**src/include/am4_defines.svh**
```systemverilog
//------------------------------------------------
// width, depth, latency and PSW bit macros for the
// datapath, included by every RTL and bench module
//------------------------------------------------
`ifndef AM4_DEFINES_SVH
`define AM4_DEFINES_SVH

`define AM4_WORD    16      // data path width
`define AM4_REGS    16      // register file depth
`define AM4_RA      4       // register address width

// strobe in to result strobe out, one cycle per stage
`define AM4_LAT     3

`define AM4_PSW_C   0       // carry
`define AM4_PSW_V   1       // overflow
`define AM4_PSW_Z   2       // zero
`define AM4_PSW_N   3       // negative
`define AM4_PSW_T   4       // trace, start of high nibble

`endif

```
**src/hw/am4_isa_pkg.sv**
```systemverilog
//------------------------------------------------
// PDP-11 side types, the instruction word with its
// two decodings and the processor status word
//------------------------------------------------
package am4_isa_pkg;

   // double operand format, modes and registers
   typedef struct packed {
      logic [3:0] op;         // opcode incl. byte bit
      logic [2:0] src_mode;   // source addressing mode
      logic [2:0] src_reg;    // source register
      logic [2:0] dst_mode;   // destination mode
      logic [2:0] dst_reg;    // destination register
   } ins_dop_t;

   // branch format
   typedef struct packed {
      logic       grp;        // selects upper half of table
      logic [3:0] op;         // zero for branches
      logic [2:0] cond;       // condition code select
      logic [7:0] offset;     // word offset, unused here
   } ins_br_t;

   typedef union packed {
      ins_dop_t dop;
      ins_br_t  br;
   } ins_t;

   typedef struct packed {
      logic [3:0] hi;         // priority and trace
      logic       n;
      logic       z;
      logic       v;
      logic       c;
   } psw_t;

endpackage

```
**src/hw/am4_uop_pkg.sv**
```systemverilog
//------------------------------------------------
// micro-operation field encodings in bit-slice
// order, plus the raw flags passed to the result
//------------------------------------------------
package am4_uop_pkg;

   // R,S operand pairs
   typedef enum logic [2:0] {
      AQ, AB, ZQ, ZB, ZA, DA, DQ, DZ
   } alu_src_e;

   typedef enum logic [2:0] {
      ADD,     // R + S
      SUBR,    // S - R
      SUBS,    // R - S
      OR,
      AND,
      NOTRS,   // ~R & S
      EXOR,
      EXNOR
   } alu_fn_e;

   // shift codes 4..7 not decoded, act as nop
   typedef enum logic [2:0] {
      QREG,    // F to Q
      NOP,
      RAMA,    // F to B, A on output
      RAMF     // F to B
   } alu_dst_e;

   typedef enum logic [1:0] {
      IMM,     // micro-word literal
      PSW,     // current status word
      INS      // instruction register
   } d_src_e;

   typedef enum logic [1:0] {
      WORD, BYTE, LOAD, NONE
   } psw_mode_e;

   typedef struct packed {
      logic n;
      logic z;
      logic v;
      logic c;
   } flags_t;

endpackage

```
**src/hw/am4_decode.sv**
```systemverilog
//------------------------------------------------
// decode stage, instruction register, register field
// steering, D source select and branch condition
//------------------------------------------------
`timescale 1ns/1ps
`include "am4_defines.svh"

module am4_decode
(
   input  logic                     pin_clk,
   input  logic                     dclo,
   input  logic                     ir_load_i,    // latch ins_i
   input  logic [`AM4_WORD-1:0]     ins_i,
   input  logic                     uop_stb_i,    // micro-op valid
   input  am4_uop_pkg::alu_src_e    alu_src_i,
   input  am4_uop_pkg::alu_fn_e     alu_fn_i,
   input  am4_uop_pkg::alu_dst_e    alu_dst_i,
   input  logic                     cin_i,
   input  logic [`AM4_RA-1:0]       a_sel_i,
   input  logic                     a_ins_i,      // A from source reg field
   input  logic [`AM4_RA-1:0]       b_sel_i,
   input  logic                     b_ins_i,      // B from dest reg field
   input  am4_uop_pkg::d_src_e      d_src_i,
   input  logic [`AM4_WORD-1:0]     imm_i,
   input  am4_uop_pkg::psw_mode_e   psw_mode_i,
   input  logic                     byte_i,
   input  am4_isa_pkg::psw_t        psw_i,
   output logic                     branch_o,     // condition met
   output logic                     dv_o,
   output logic [`AM4_RA-1:0]       a_adr_o,
   output logic [`AM4_RA-1:0]       b_adr_o,
   output am4_uop_pkg::alu_src_e    alu_src_o,
   output am4_uop_pkg::alu_fn_e     alu_fn_o,
   output am4_uop_pkg::alu_dst_e    alu_dst_o,
   output logic                     cin_o,
   output logic [`AM4_WORD-1:0]     d_o,
   output logic                     byte_o,
   output am4_uop_pkg::psw_mode_e   psw_mode_o
);
   import am4_isa_pkg::*;
   import am4_uop_pkg::*;

   ins_t                ir;         // instruction register
   logic [`AM4_RA-1:0]  a_adr;
   logic [`AM4_RA-1:0]  b_adr;
   logic [`AM4_WORD-1:0] d;
   logic                nv;         // N xor V

   always_ff @(posedge pin_clk or posedge dclo)
   begin
      if (dclo)
         ir <= '0;
      else if (ir_load_i)
         ir <= ins_i;
   end

   // field steering, old IR when load and strobe coincide
   assign a_adr = a_ins_i ? {{(`AM4_RA-3){1'b0}}, ir.dop.src_reg} : a_sel_i;
   assign b_adr = b_ins_i ? {{(`AM4_RA-3){1'b0}}, ir.dop.dst_reg} : b_sel_i;

   always_comb
   begin
      case (d_src_i)
         PSW:     d = {{(`AM4_WORD-8){1'b0}}, psw_i};
         INS:     d = ir;
         default: d = imm_i;              // IMM and unused code
      endcase
   end

   assign nv = psw_i.n ^ psw_i.v;

   // PDP-11 branch table
   always_comb
   begin
      case ({ir.br.grp, ir.br.cond})
         4'b0000: branch_o = 1'b0;                 // not a branch
         4'b0001: branch_o = 1'b1;                 // br
         4'b0010: branch_o = ~psw_i.z;             // bne
         4'b0011: branch_o =  psw_i.z;             // beq
         4'b0100: branch_o = ~nv;                  // bge
         4'b0101: branch_o =  nv;                  // blt
         4'b0110: branch_o = ~(nv | psw_i.z);      // bgt
         4'b0111: branch_o =  nv | psw_i.z;        // ble
         4'b1000: branch_o = ~psw_i.n;             // bpl
         4'b1001: branch_o =  psw_i.n;             // bmi
         4'b1010: branch_o = ~(psw_i.c | psw_i.z); // bhi
         4'b1011: branch_o =  psw_i.c | psw_i.z;   // blos
         4'b1100: branch_o = ~psw_i.v;             // bvc
         4'b1101: branch_o =  psw_i.v;             // bvs
         4'b1110: branch_o = ~psw_i.c;             // bcc
         default: branch_o =  psw_i.c;             // bcs
      endcase
   end

   always_ff @(posedge pin_clk or posedge dclo)
   begin
      if (dclo)
         dv_o <= 1'b0;
      else
         dv_o <= uop_stb_i;
   end

   always_ff @(posedge pin_clk)
   begin
      if (uop_stb_i)
      begin
         a_adr_o    <= a_adr;
         b_adr_o    <= b_adr;
         alu_src_o  <= alu_src_i;
         alu_fn_o   <= alu_fn_i;
         alu_dst_o  <= alu_dst_i;
         cin_o      <= cin_i;
         d_o        <= d;
         byte_o     <= byte_i;
         psw_mode_o <= psw_mode_i;
      end
   end

endmodule

```
**src/hw/am4_execute.sv**
```systemverilog
//------------------------------------------------
// execute stage, register file, Q, bit-slice ALU
// with byte and word flags, then the output register
//------------------------------------------------
`timescale 1ns/1ps
`include "am4_defines.svh"

module am4_execute
(
   input  logic                     pin_clk,
   input  logic                     dclo,
   input  logic                     dv_i,         // decoded op valid
   input  logic [`AM4_RA-1:0]       a_adr_i,
   input  logic [`AM4_RA-1:0]       b_adr_i,
   input  am4_uop_pkg::alu_src_e    alu_src_i,
   input  am4_uop_pkg::alu_fn_e     alu_fn_i,
   input  am4_uop_pkg::alu_dst_e    alu_dst_i,
   input  logic                     cin_i,
   input  logic [`AM4_WORD-1:0]     d_i,
   input  logic                     byte_i,       // flags from bit 7
   input  am4_uop_pkg::psw_mode_e   psw_mode_i,
   output logic                     ev_o,
   output logic [`AM4_WORD-1:0]     y_o,
   output am4_uop_pkg::flags_t      flags_o,
   output am4_uop_pkg::psw_mode_e   psw_mode_o
);
   import am4_uop_pkg::*;

   localparam int HB = `AM4_WORD / 2;     // byte boundary

   logic [`AM4_WORD-1:0] rf [`AM4_REGS];  // register stack
   logic [`AM4_WORD-1:0] q;
   logic [`AM4_WORD-1:0] a;
   logic [`AM4_WORD-1:0] b;
   logic [`AM4_WORD-1:0] r;               // ALU R operand
   logic [`AM4_WORD-1:0] s;               // ALU S operand
   logic [`AM4_WORD-1:0] x;               // adder inputs
   logic [`AM4_WORD-1:0] y;
   logic [HB:0]          sum_lo;
   logic [HB:0]          sum_hi;
   logic [`AM4_WORD-1:0] f;
   logic                 arith;           // flags C and V meaningful
   logic                 v8;
   logic                 v16;
   flags_t               flags;

   assign a = rf[a_adr_i];
   assign b = rf[b_adr_i];

   always_comb
   begin
      case (alu_src_i)
         AQ:      {r, s} = {a, q};
         AB:      {r, s} = {a, b};
         ZQ:      {r, s} = {{`AM4_WORD{1'b0}}, q};
         ZB:      {r, s} = {{`AM4_WORD{1'b0}}, b};
         ZA:      {r, s} = {{`AM4_WORD{1'b0}}, a};
         DA:      {r, s} = {d_i, a};
         DQ:      {r, s} = {d_i, q};
         default: {r, s} = {d_i, {`AM4_WORD{1'b0}}};   // DZ
      endcase
   end

   // carry out of both bytes, no borrow reads as carry set
   always_comb
   begin
      x     = r;
      y     = s;
      arith = 1'b1;
      case (alu_fn_i)
         SUBR:
         begin
            x = s;
            y = ~r;
         end
         SUBS:    y = ~s;
         ADD:     arith = 1'b1;
         default: arith = 1'b0;            // logic ops
      endcase
      sum_lo = {1'b0, x[HB-1:0]} + {1'b0, y[HB-1:0]} + {{HB{1'b0}}, cin_i};
      sum_hi = {1'b0, x[`AM4_WORD-1:HB]} + {1'b0, y[`AM4_WORD-1:HB]}
               + {{HB{1'b0}}, sum_lo[HB]};
      case (alu_fn_i)
         OR:      f = r | s;
         AND:     f = r & s;
         NOTRS:   f = ~r & s;
         EXOR:    f = r ^ s;
         EXNOR:   f = ~(r ^ s);
         default: f = {sum_hi[HB-1:0], sum_lo[HB-1:0]};
      endcase
   end

   assign v8  = arith & (x[HB-1] == y[HB-1]) & (f[HB-1] != x[HB-1]);
   assign v16 = arith & (x[`AM4_WORD-1] == y[`AM4_WORD-1])
                      & (f[`AM4_WORD-1] != x[`AM4_WORD-1]);

   assign flags.c = arith & (byte_i ? sum_lo[HB] : sum_hi[HB]);
   assign flags.v = byte_i ? v8 : v16;
   assign flags.n = byte_i ? f[HB-1] : f[`AM4_WORD-1];
   assign flags.z = byte_i ? (f[HB-1:0] == '0) : (f == '0);

   // written here so the next op reads the new value
   always_ff @(posedge pin_clk)
   begin
      if (dv_i)
      begin
         case (alu_dst_i)
            QREG:       q <= f;
            RAMA, RAMF: rf[b_adr_i] <= f;
            default:    ;                   // nop and shifts
         endcase
      end
   end

   always_ff @(posedge pin_clk or posedge dclo)
   begin
      if (dclo)
         ev_o <= 1'b0;
      else
         ev_o <= dv_i;
   end

   always_ff @(posedge pin_clk)
   begin
      if (dv_i)
      begin
         y_o        <= (alu_dst_i == RAMA) ? a : f;
         flags_o    <= flags;
         psw_mode_o <= psw_mode_i;
      end
   end

endmodule

```
**src/hw/am4_result.sv**
```systemverilog
//------------------------------------------------
// result stage, PSW update by mode and the
// registered result strobe
//------------------------------------------------
`timescale 1ns/1ps
`include "am4_defines.svh"

module am4_result
(
   input  logic                     pin_clk,
   input  logic                     dclo,
   input  logic                     ev_i,         // execute output valid
   input  logic [`AM4_WORD-1:0]     y_i,
   input  am4_uop_pkg::flags_t      flags_i,
   input  am4_uop_pkg::psw_mode_e   psw_mode_i,
   output logic                     res_stb_o,
   output logic [`AM4_WORD-1:0]     result_o,
   output am4_isa_pkg::psw_t        psw_o
);
   import am4_uop_pkg::*;

   always_ff @(posedge pin_clk or posedge dclo)
   begin
      if (dclo)
         psw_o <= '0;
      else if (ev_i)
      begin
         case (psw_mode_i)
            WORD, BYTE:                   // width chosen upstream
            begin
               psw_o[`AM4_PSW_C] <= flags_i.c;
               psw_o[`AM4_PSW_V] <= flags_i.v;
               psw_o[`AM4_PSW_Z] <= flags_i.z;
               psw_o[`AM4_PSW_N] <= flags_i.n;
            end
            LOAD:
            begin
               psw_o[7:`AM4_PSW_T]         <= y_i[7:`AM4_PSW_T];  // priority, trace
               psw_o[`AM4_PSW_N:`AM4_PSW_C] <= y_i[`AM4_PSW_N:`AM4_PSW_C];
            end
            default: ;                    // hold
         endcase
      end
   end

   always_ff @(posedge pin_clk or posedge dclo)
   begin
      if (dclo)
         res_stb_o <= 1'b0;
      else
         res_stb_o <= ev_i;
   end

   always_ff @(posedge pin_clk)
   begin
      if (ev_i)
         result_o <= y_i;
   end

endmodule

```
**src/hw/am4_core.sv**
```systemverilog
//------------------------------------------------
// datapath top, decode then execute then result,
// fed by one strobed micro-op per cycle
//------------------------------------------------
`timescale 1ns/1ps
`include "am4_defines.svh"

module am4_core
(
   input  logic                     pin_clk,
   input  logic                     dclo,
   input  logic                     ir_load_i,
   input  logic [`AM4_WORD-1:0]     ins_i,
   input  logic                     uop_stb_i,
   input  am4_uop_pkg::alu_src_e    alu_src_i,
   input  am4_uop_pkg::alu_fn_e     alu_fn_i,
   input  am4_uop_pkg::alu_dst_e    alu_dst_i,
   input  logic                     cin_i,
   input  logic [`AM4_RA-1:0]       a_sel_i,
   input  logic                     a_ins_i,
   input  logic [`AM4_RA-1:0]       b_sel_i,
   input  logic                     b_ins_i,
   input  am4_uop_pkg::d_src_e      d_src_i,
   input  logic [`AM4_WORD-1:0]     imm_i,
   input  am4_uop_pkg::psw_mode_e   psw_mode_i,
   input  logic                     byte_i,
   output logic [`AM4_WORD-1:0]     result_o,
   output logic                     res_stb_o,
   output am4_isa_pkg::psw_t        psw_o,
   output logic                     branch_o
);
   import am4_uop_pkg::*;

   logic                 dec_v;          // decode stage outputs
   logic [`AM4_RA-1:0]   dec_a_adr;
   logic [`AM4_RA-1:0]   dec_b_adr;
   alu_src_e             dec_alu_src;
   alu_fn_e              dec_alu_fn;
   alu_dst_e             dec_alu_dst;
   logic                 dec_cin;
   logic [`AM4_WORD-1:0] dec_d;
   logic                 dec_byte;
   psw_mode_e            dec_psw_mode;
   logic                 exe_v;          // execute stage outputs
   logic [`AM4_WORD-1:0] exe_y;
   flags_t               exe_flags;
   psw_mode_e            exe_psw_mode;

   am4_decode dec0
   (
      .pin_clk(pin_clk),
      .dclo(dclo),
      .ir_load_i(ir_load_i),
      .ins_i(ins_i),
      .uop_stb_i(uop_stb_i),
      .alu_src_i(alu_src_i),
      .alu_fn_i(alu_fn_i),
      .alu_dst_i(alu_dst_i),
      .cin_i(cin_i),
      .a_sel_i(a_sel_i),
      .a_ins_i(a_ins_i),
      .b_sel_i(b_sel_i),
      .b_ins_i(b_ins_i),
      .d_src_i(d_src_i),
      .imm_i(imm_i),
      .psw_mode_i(psw_mode_i),
      .byte_i(byte_i),
      .psw_i(psw_o),             // D source and branch test
      .branch_o(branch_o),
      .dv_o(dec_v),
      .a_adr_o(dec_a_adr),
      .b_adr_o(dec_b_adr),
      .alu_src_o(dec_alu_src),
      .alu_fn_o(dec_alu_fn),
      .alu_dst_o(dec_alu_dst),
      .cin_o(dec_cin),
      .d_o(dec_d),
      .byte_o(dec_byte),
      .psw_mode_o(dec_psw_mode)
   );

   am4_execute exe0
   (
      .pin_clk(pin_clk),
      .dclo(dclo),
      .dv_i(dec_v),
      .a_adr_i(dec_a_adr),
      .b_adr_i(dec_b_adr),
      .alu_src_i(dec_alu_src),
      .alu_fn_i(dec_alu_fn),
      .alu_dst_i(dec_alu_dst),
      .cin_i(dec_cin),
      .d_i(dec_d),
      .byte_i(dec_byte),
      .psw_mode_i(dec_psw_mode),
      .ev_o(exe_v),
      .y_o(exe_y),
      .flags_o(exe_flags),
      .psw_mode_o(exe_psw_mode)
   );

   am4_result res0
   (
      .pin_clk(pin_clk),
      .dclo(dclo),
      .ev_i(exe_v),
      .y_i(exe_y),
      .flags_i(exe_flags),
      .psw_mode_i(exe_psw_mode),
      .res_stb_o(res_stb_o),
      .result_o(result_o),
      .psw_o(psw_o)
   );

endmodule

```
**config.mk**
```make
export PLATFORM = sky130hd
export DESIGN_NAME = am4_core
export DESIGN_NICKNAME = d
export VERILOG_FILES = /design/src/hw/am4_isa_pkg.sv /design/src/hw/am4_uop_pkg.sv /design/src/hw/am4_decode.sv /design/src/hw/am4_execute.sv /design/src/hw/am4_result.sv /design/src/hw/am4_core.sv
export VERILOG_INCLUDE_DIRS = /design/src /design/src/include
export SDC_FILE = /design/constraint.sdc
export NUM_CORES = 1
export LEC_CHECK = 0
export BUFFER_PORTS_ARGS = -buffer_cell sky130_fd_sc_hd__buf_4
export CAP_MARGIN = 20
export CORE_MARGIN = 1
export CORE_UTILIZATION = 55
export DETAILED_ROUTE_END_ITERATION = 6
export GPL_TIMING_DRIVEN = 0
export PLACE_DENSITY = 0.72
export SETUP_SLACK_MARGIN = 0.15
export SLEW_MARGIN = 10
export SYNTH_ARGS = -nofsm -noshare
export SYNTH_HDL_FRONTEND = slang
export SYNTH_HIERARCHICAL = 1
export SYNTH_SLANG_ARGS = --single-unit
export TNS_END_PERCENT = 50
```
**constraint.sdc**
```tcl
create_clock -name pin_clk -period 9.42 [get_ports pin_clk]
set_input_delay 0.942 -clock pin_clk [delete_from_list [all_inputs] [get_ports pin_clk]]
set_output_delay 0.942 -clock pin_clk [all_outputs]
set_load 0.005 [all_outputs]
```
Yosys cells after proc, flatten, opt, wreduce, memory -nomap -nowiden
Memories as Yosys holds them, arrays and structs flattened.
Index checks and enable logic that the tools add are counted.
{"block": "op_classes", "div_mod_pow": 0, "eq_ne": 37, "mux": 19, "multipliers": 0, "reduce_logical": 19, "n_lt_le_gt_ge": 0, "bitwise": 22, "n_shift": 0, "addsub": 4}
{"op": "$pmux W16 S2", "count": 3}
{"op": "$pmux W16 S5", "count": 1}
{"op": "$not A16 Y16", "count": 3}
{"op": "$pmux W16 S3", "count": 1}
{"op": "$and A16 B16 Y16", "count": 2}
{"op": "$mux W16", "count": 2}
{"op": "$eq A4 B4 Y1 const B", "count": 7}
{"op": "$eq A3 B3 Y1 const B", "count": 7}
{"op": "$add A8 B8 Y9", "count": 2}
{"op": "$add A9 B1 Y9", "count": 2}
{"op": "$eq A3 B2 Y1 const B", "count": 6}
{"op": "$eq A4 B3 Y1 const B", "count": 4}
{"op": "$logic_not A16 Y1", "count": 1}
{"op": "$or A16 B16 Y16", "count": 1}
{"op": "$xor A16 B16 Y16", "count": 1}
{"op": "$pmux W1 S15", "count": 1}
{"op": "$reduce_or A2 Y1", "count": 5}
{"op": "$logic_not A3 Y1", "count": 3}
{"op": "$reduce_or A3 Y1", "count": 3}
{"op": "$eq A4 B2 Y1 const B", "count": 2}
{"op": "$logic_not A8 Y1", "count": 1}
{"op": "$mux W1", "count": 8}
{"op": "$pmux W4 S2", "count": 1}
{"op": "$not A1 Y1", "count": 7}
{"op": "14 further kinds", "count": 27}
{"block": "word_totals", "wordCells": 130, "mem_bits_ro": 0, "latchBits": 0, "ff_bits": 118, "mem_bits_rw": 256, "mem_count": 1, "in_bits": 61}
{"name": "exe0.rf", "depth": 16, "word_bits": 16, "read_ports": 2, "rd_clocked_by_memory_dff": 0, "wr": 1, "line_no": "am4_execute.sv:31", "source": "logic [`AM4_WORD-1:0] rf [`AM4_REGS];"}

Longest topological paths before layout
{"block": "logic_depth", "depth_word": 12, "ltp_mapped": 31, "depth_no_buf": 28}

Cells and area by module
The synthesis kept the hierarchy.
{"module": "am4_execute", "seq_area_each_um2": 8853.5, "cells_each": 1126, "instances": 1, "area_per_inst_um2": 16136.7}
{"module": "am4_decode", "seq_area_each_um2": 1536.5, "cells_each": 154, "instances": 1, "area_per_inst_um2": 2198.4}
{"module": "am4_result", "seq_area_each_um2": 705.7, "cells_each": 47, "instances": 1, "area_per_inst_um2": 897.1}

Least setup slack after synthesis
OpenSTA, ideal clock, no wires.
{"block": "synth_path", "kind": "flip-flop to flip-flop", "startpoint": "register dec0.b_adr_o[1]", "endpoint": "register exe0/flags_o[2] (netlist name) (data pin)", "setup_ns": 0.270, "n_path_buf": 2, "synth_period_minus_slack_ns": 6.510, "t_arrival_ns": 6.240, "setup_slack_ns": 2.910, "path_stages_with_launch": 28, "cell_sequence": "edfxtp_1 buf_2 buf_1 mux4_2 mux4_2 a221oi_2 mux2i_1 o21ai_0 fa_1 fa_1 a21o_1 a21o_1 a21oi_1 o21bai_1 a21o_1 a21oi_1 fa_1 inv_1 fa_1 a21o_1 a21oi_1 nor2b_1 mux2i_1 nand3_1 o31ai_1 nor3_1 a31oi_1 nor4_2"}
{"item": "start, declared", "line_no": "am4_decode.sv:31", "source": "output logic [`AM4_RA-1:0] b_adr_o,"}
{"item": "start signal, assigned", "line_no": "am4_decode.sv:108", "source": "b_adr_o <= b_adr;"}
{"item": "end signal, assigned", "line_no": "am4_execute.sv:128", "source": "flags_o <= flags;"}
{"item": "end, declared", "line_no": "am4_execute.sv:24", "source": "output am4_uop_pkg::flags_t flags_o,"}

==> tab_implementation.tex <==
\begin{tabular}{lr}
\hline
Metric & Value \\
\hline
\multicolumn{2}{l}{\textbf{Clocking}} \\
\quad CTS tree & done \\
\quad CTS Sinks & 374 \\
\quad Number of hold-repair buffers added at the cts stage & 0 \\
\quad Clock root cell & sky130\_fd\_sc\_hd\_\_clkbuf\_16 \\
\quad Total setup buffers inserted after CTS & 0 \\
\quad CTS clock-pin slew for the worst setup and hold paths & 0.06 ns \\
\quad Total of cells resized after clock tree synthesis & 0 \\
\quad Total number of H-tree levels & 2 \\
\quad Inserted Clock Buffers & 40 \\
\quad Skew-Pair Late Insertion Delay & 0.56 ns \\
\quad Clock buffer depth & 3 \\
\multicolumn{2}{l}{\textbf{Timing}} \\
\quad Setup violators final & 0 \\
\quad Slew Viols, Final & 0 \\
\quad RSZ-0062 raised after global routing & no \\
\quad Transition time of the tightest slew-check pin & 1.13 ns \\
\quad Worst Clk Skew & 0.0182 ns \\
\quad Final hold slack & 0.242 ns \\
\quad Final worst-path cycle share & 88.8\% \\
\quad Worst path setup slack after routing & 1.06 ns \\
\quad Final hold viol count & 0 \\
\quad Setup Total Neg Slack & 0 ns \\
\quad Max transition margin & 24.9\% \\
\quad Max Clk Rate & 120 MHz \\
\quad Minimum clock period & roughly 8.4 ns \\
\multicolumn{2}{l}{\textbf{Synthesis}} \\
\quad FF+latch count, synth & 374 \\
\quad Area contributors post-synth & sky130\_fd\_sc\_hd\_\_edfxtp\_1, sky130\_fd\_sc\_hd\_\_mux4\_2, sky130\_fd\_sc\_hd\_\_mux2i\_1, sky130\_fd\_sc\_hd\_\_dfrtp\_1, sky130\_fd\_sc\_hd\_\_ha\_1 \\
\quad Net count after synthesis & 1,424 \\
\quad EDFF count, synth & 347 \\
\quad Sequential element share of the synthesized area & $\sim$58\% \\
\quad Most common library cells after synthesis & sky130\_fd\_sc\_hd\_\_edfxtp\_1, sky130\_fd\_sc\_hd\_\_mux4\_2, sky130\_fd\_sc\_hd\_\_nand2\_1, sky130\_fd\_sc\_hd\_\_mux2i\_1, sky130\_fd\_sc\_hd\_\_nor2\_1 \\
\quad Area share of the largest cell type after synthesis & 54.2\% \\
\quad Instance count of the mapped netlist & 1,327 \\
\quad Number of distinct library cells after synthesis & 74 \\
\quad Syn Area/Cell & 14.5 sq um \\
\quad Most common cell in the synthesized netlist & sky130\_fd\_sc\_hd\_\_edfxtp\_1 \\
\quad Post-Syn Area & 19,200 sq um \\
\quad Fraction of registers with async set/reset & 7.22\% \\
\quad Count of warnings emitted by yosys & 6 \\
\quad Commonest register cell after synthesis & sky130\_fd\_sc\_hd\_\_edfxtp\_1 \\
\quad Cell type contributing the most total cell area after synthesis & sky130\_fd\_sc\_hd\_\_edfxtp\_1 \\
\multicolumn{2}{l}{\textbf{Route}} \\
\quad Wire length reported by the detailed router & roughly 57 mm \\
\quad Starting DRC count in detailed routing & 1,735 \\
\quad Via density & 6.83 \\
\quad Remaining routing DRC violations & 0 \\
\quad Count of antenna-violating nets left after detailed routing & 0 \\
\quad DR WL/cell & roughly 29 microns \\
\quad Routed via count & between 10,000 and 15,000 \\
\quad Detailed Routing Iterations Pass 1 & 6 \\
\multicolumn{2}{l}{\textbf{Setup path}} \\
\quad Data required time of the worst path & 9.74 ns \\
\quad Endpoint kind of the worst setup timing path & flip-flop \\
\quad Worst endpoint data arrival time & 8.69 ns \\
\quad Biggest cell delay along the critical path & 0.74 ns \\
\quad Slowest cell on crit path & sky130\_fd\_sc\_hd\_\_buf\_1 \\
\quad Category of the most critical setup path & reg2reg \\
\quad Startpoint kind of the worst setup timing path & flip-flop \\
\quad Peak fanout along the critical path & 10 \\
\multicolumn{2}{l}{\textbf{Status}} \\
\quad Result of the run & finished clean \\
\multicolumn{2}{l}{\textbf{Pwr}} \\
\quad Power density cells & 215 nW/um\^{}2 \\
\quad Maximum vdd drop & roughly 180 uV \\
\quad Leak Pwr & 7.90 nW \\
\quad Total power & 4.79 mW \\
\multicolumn{2}{l}{\textbf{Worst hold path}} \\
\quad Path class of the lowest-slack min-delay path & in2async \\
\multicolumn{2}{l}{\textbf{GRT}} \\
\quad Maximum number of pins on one net before global-route repair & 39 \\
\quad Wire length of the first global-routing pass & between 80 and 90 mm \\
\quad All-layer global routing usage & 32.1\% \\
\quad Grt ovf & 0 \\
\quad Initial antenna violation count & 0 \\
\quad Via count of the first global-routing pass & about 13,000 \\
\multicolumn{2}{l}{\textbf{Flow run}} \\
\quad Max-cap violations & 0 \\
\multicolumn{2}{l}{\textbf{Die}} \\
\quad Die Y-Extent & around 190 microns \\
\quad Effective utilization at floorplan & between 50\% and 60\% \\
\quad Die Outline Area & roughly 36,000 sq um \\
\quad Core area & about 34,000 sq um \\
\quad Top-level port count & 87 \\
\quad Die X & 189 microns \\
\quad Placement row count & 68 \\
\multicolumn{2}{l}{\textbf{Final layout}} \\
\quad Area added between synthesis and finish & 15.9\% \\
\quad Combined flip-flop and latch cell area & 11,100 sq um \\
\quad Combined area of the multi-input logic cells & 7810 sq um \\
\quad Nets & around 1,600 \\
\quad Number of fillers in the final layout & 2,496 \\
\quad Layout cells sized above 1 & roughly a quarter \\
\quad Post-layout instance area & 22,300 sq um \\
\quad Final antenna diode count & 0 \\
\multicolumn{2}{l}{\textbf{Place}} \\
\quad Port-buffer cells & 85 \\
\quad HPWL after detailed placement & 40.5 mm \\
\quad Post-detailed-placement cell area & 20,900 sq um \\
\quad Gp weighted congestion & roughly 0.95 \\
\quad Post-place setup slack & between 1 and 1.5 ns \\
\hline
\end{tabular}
## logic make-up after synthesis
logic type | after synthesis | synth area share, %
DFF | 374 | 57.7
AOI/OAI and AO/OA | 276 | 10.3
and+or+nand+nor | 274 | 6.85
muxes | 227 | 18.8
buffers and inverters | 112 | 2.61
adders and majority gates | 36 | 2.50
xor gates and xnor gates | 28 | 1.28
## critical path: cells and delay by family, from the launching register on
kind | cells | cell delay, ns
compound gates | 12 | 2.59
simple gates | 4 | 0.86
flops | 1 | 0.50
buf+inv | 3 | 1.55
fa+ha+maj | 4 | 1.76
mux | 3 | 0.86
## metal layers
| metal | GRT usage [%] | vias to the layer above | share of wire, % |
|---|---|---|---|
| met1 | 42.7 | 6707 | 38 |
| met3 | 7.15 | 180 | 11 |
| met5 | 0 | - | 0 |
| met2 | 50.2 | 920 | 46 |
| met4 | 15.8 | 0 | 5.1 |
| li1 | - | 5633 | - |
## area by class of cell
cell class | count | share of cell area (%)
flip-flops and latches | 374 | 49.8
multi-input cells | 841 | 35.0
clock buffers | 48 | 4.82
repair buffers | 113 | 4.10
well taps | 455 | 2.55
plain buffers | 88 | 1.85
clock inverters | 25 | 1.45
inverters | 24 | 0.404
## placed cells by master (no fill, tap or decap), types with 13 or more instances in the layout
| master | instances |
|---|---|
| sky130_fd_sc_hd__a211oi_1 | 14 |
| sky130_fd_sc_hd__a21oi_1 | 42 |
| sky130_fd_sc_hd__a221oi_1 | 14 |
| sky130_fd_sc_hd__a22oi_1 | 42 |
| sky130_fd_sc_hd__buf_2 | 23 |
| sky130_fd_sc_hd__buf_4 | 103 |
| sky130_fd_sc_hd__clkbuf_1 | 52 |
| sky130_fd_sc_hd__clkbuf_16 | 42 |
| sky130_fd_sc_hd__dfrtp_1 | 27 |
| sky130_fd_sc_hd__edfxtp_1 | 347 |
| sky130_fd_sc_hd__ha_1 | 32 |
| sky130_fd_sc_hd__inv_1 | 24 |
| sky130_fd_sc_hd__mux2_2 | 32 |
| sky130_fd_sc_hd__mux2i_1 | 87 |
| sky130_fd_sc_hd__mux4_2 | 104 |
| sky130_fd_sc_hd__nand2_1 | 91 |
| sky130_fd_sc_hd__nand2b_1 | 21 |
| sky130_fd_sc_hd__nand3_1 | 15 |
| sky130_fd_sc_hd__nor2_1 | 57 |
| sky130_fd_sc_hd__nor2b_1 | 20 |
| sky130_fd_sc_hd__o21ai_0 | 57 |
| sky130_fd_sc_hd__xnor2_1 | 13 |
| sky130_fd_sc_hd__xor2_1 | 15 |
## report_power, final
group	internal [mW]	leakage (nW)	switching [mW]	total, mW
sequential	2.03	3.52	0.0605	2.10
combinational	0.380	3.71	0.647	1.03
clock	1.01	0.665	0.655	1.66
## worst paths after layout
kind                       slack [ns]                           to                          start  cells after the start
min reg2reg                      0.42  res0/result_o[14]$_DFFE_PP_         exe0/y_o[14]$_DFFE_PP_                      0
min in group pin_clk             0.42  res0/result_o[14]$_DFFE_PP_         exe0/y_o[14]$_DFFE_PP_                      0
max                              1.06    exe0/flags_o[2]$_DFFE_PP_  dec0/b_adr_o[3]$_SDFFCE_PP0P_                     26
max reg2reg                      1.06    exe0/flags_o[2]$_DFFE_PP_  dec0/b_adr_o[3]$_SDFFCE_PP0P_                     26
max in group asynchronous        8.47      dec0/ir[14]$_DFFE_PP0P_                           dclo                      2
min                              0.24          exe0/ev_o$_DFF_PP0_                           dclo                      2
## registers in the layout (all words and copies together), names as in the netlist
signal / flops
exe0/flags_o: 4
exe0/rf: 256
exe0/psw_mode_o: 2
dec0/psw_mode_o: 2
exe0/q: 16
dec0/alu_dst_o: 3
dec0/d_o: 16
dec0/ir: 16
exe0/ev_o: 1
res0/res_stb_o: 1
dec0/dv_o: 1
dec0/alu_fn_o: 3
dec0/alu_src_o: 3
dec0/byte_o: 1
exe0/y_o: 16
dec0/cin_o: 1
res0/psw_o: 8
dec0/b_adr_o: 4
dec0/a_adr_o: 4
res0/result_o: 16
## metrics by stage
step                util [%]  cells
finish                  64.7   1968
global route            64.7   1968
CTS                     64.6   1967
detailed placement      60.6   1894
global placement        59.3   1867
floorplan                  -   1327
No activity file was read; power rests on OpenSTA's default activity.
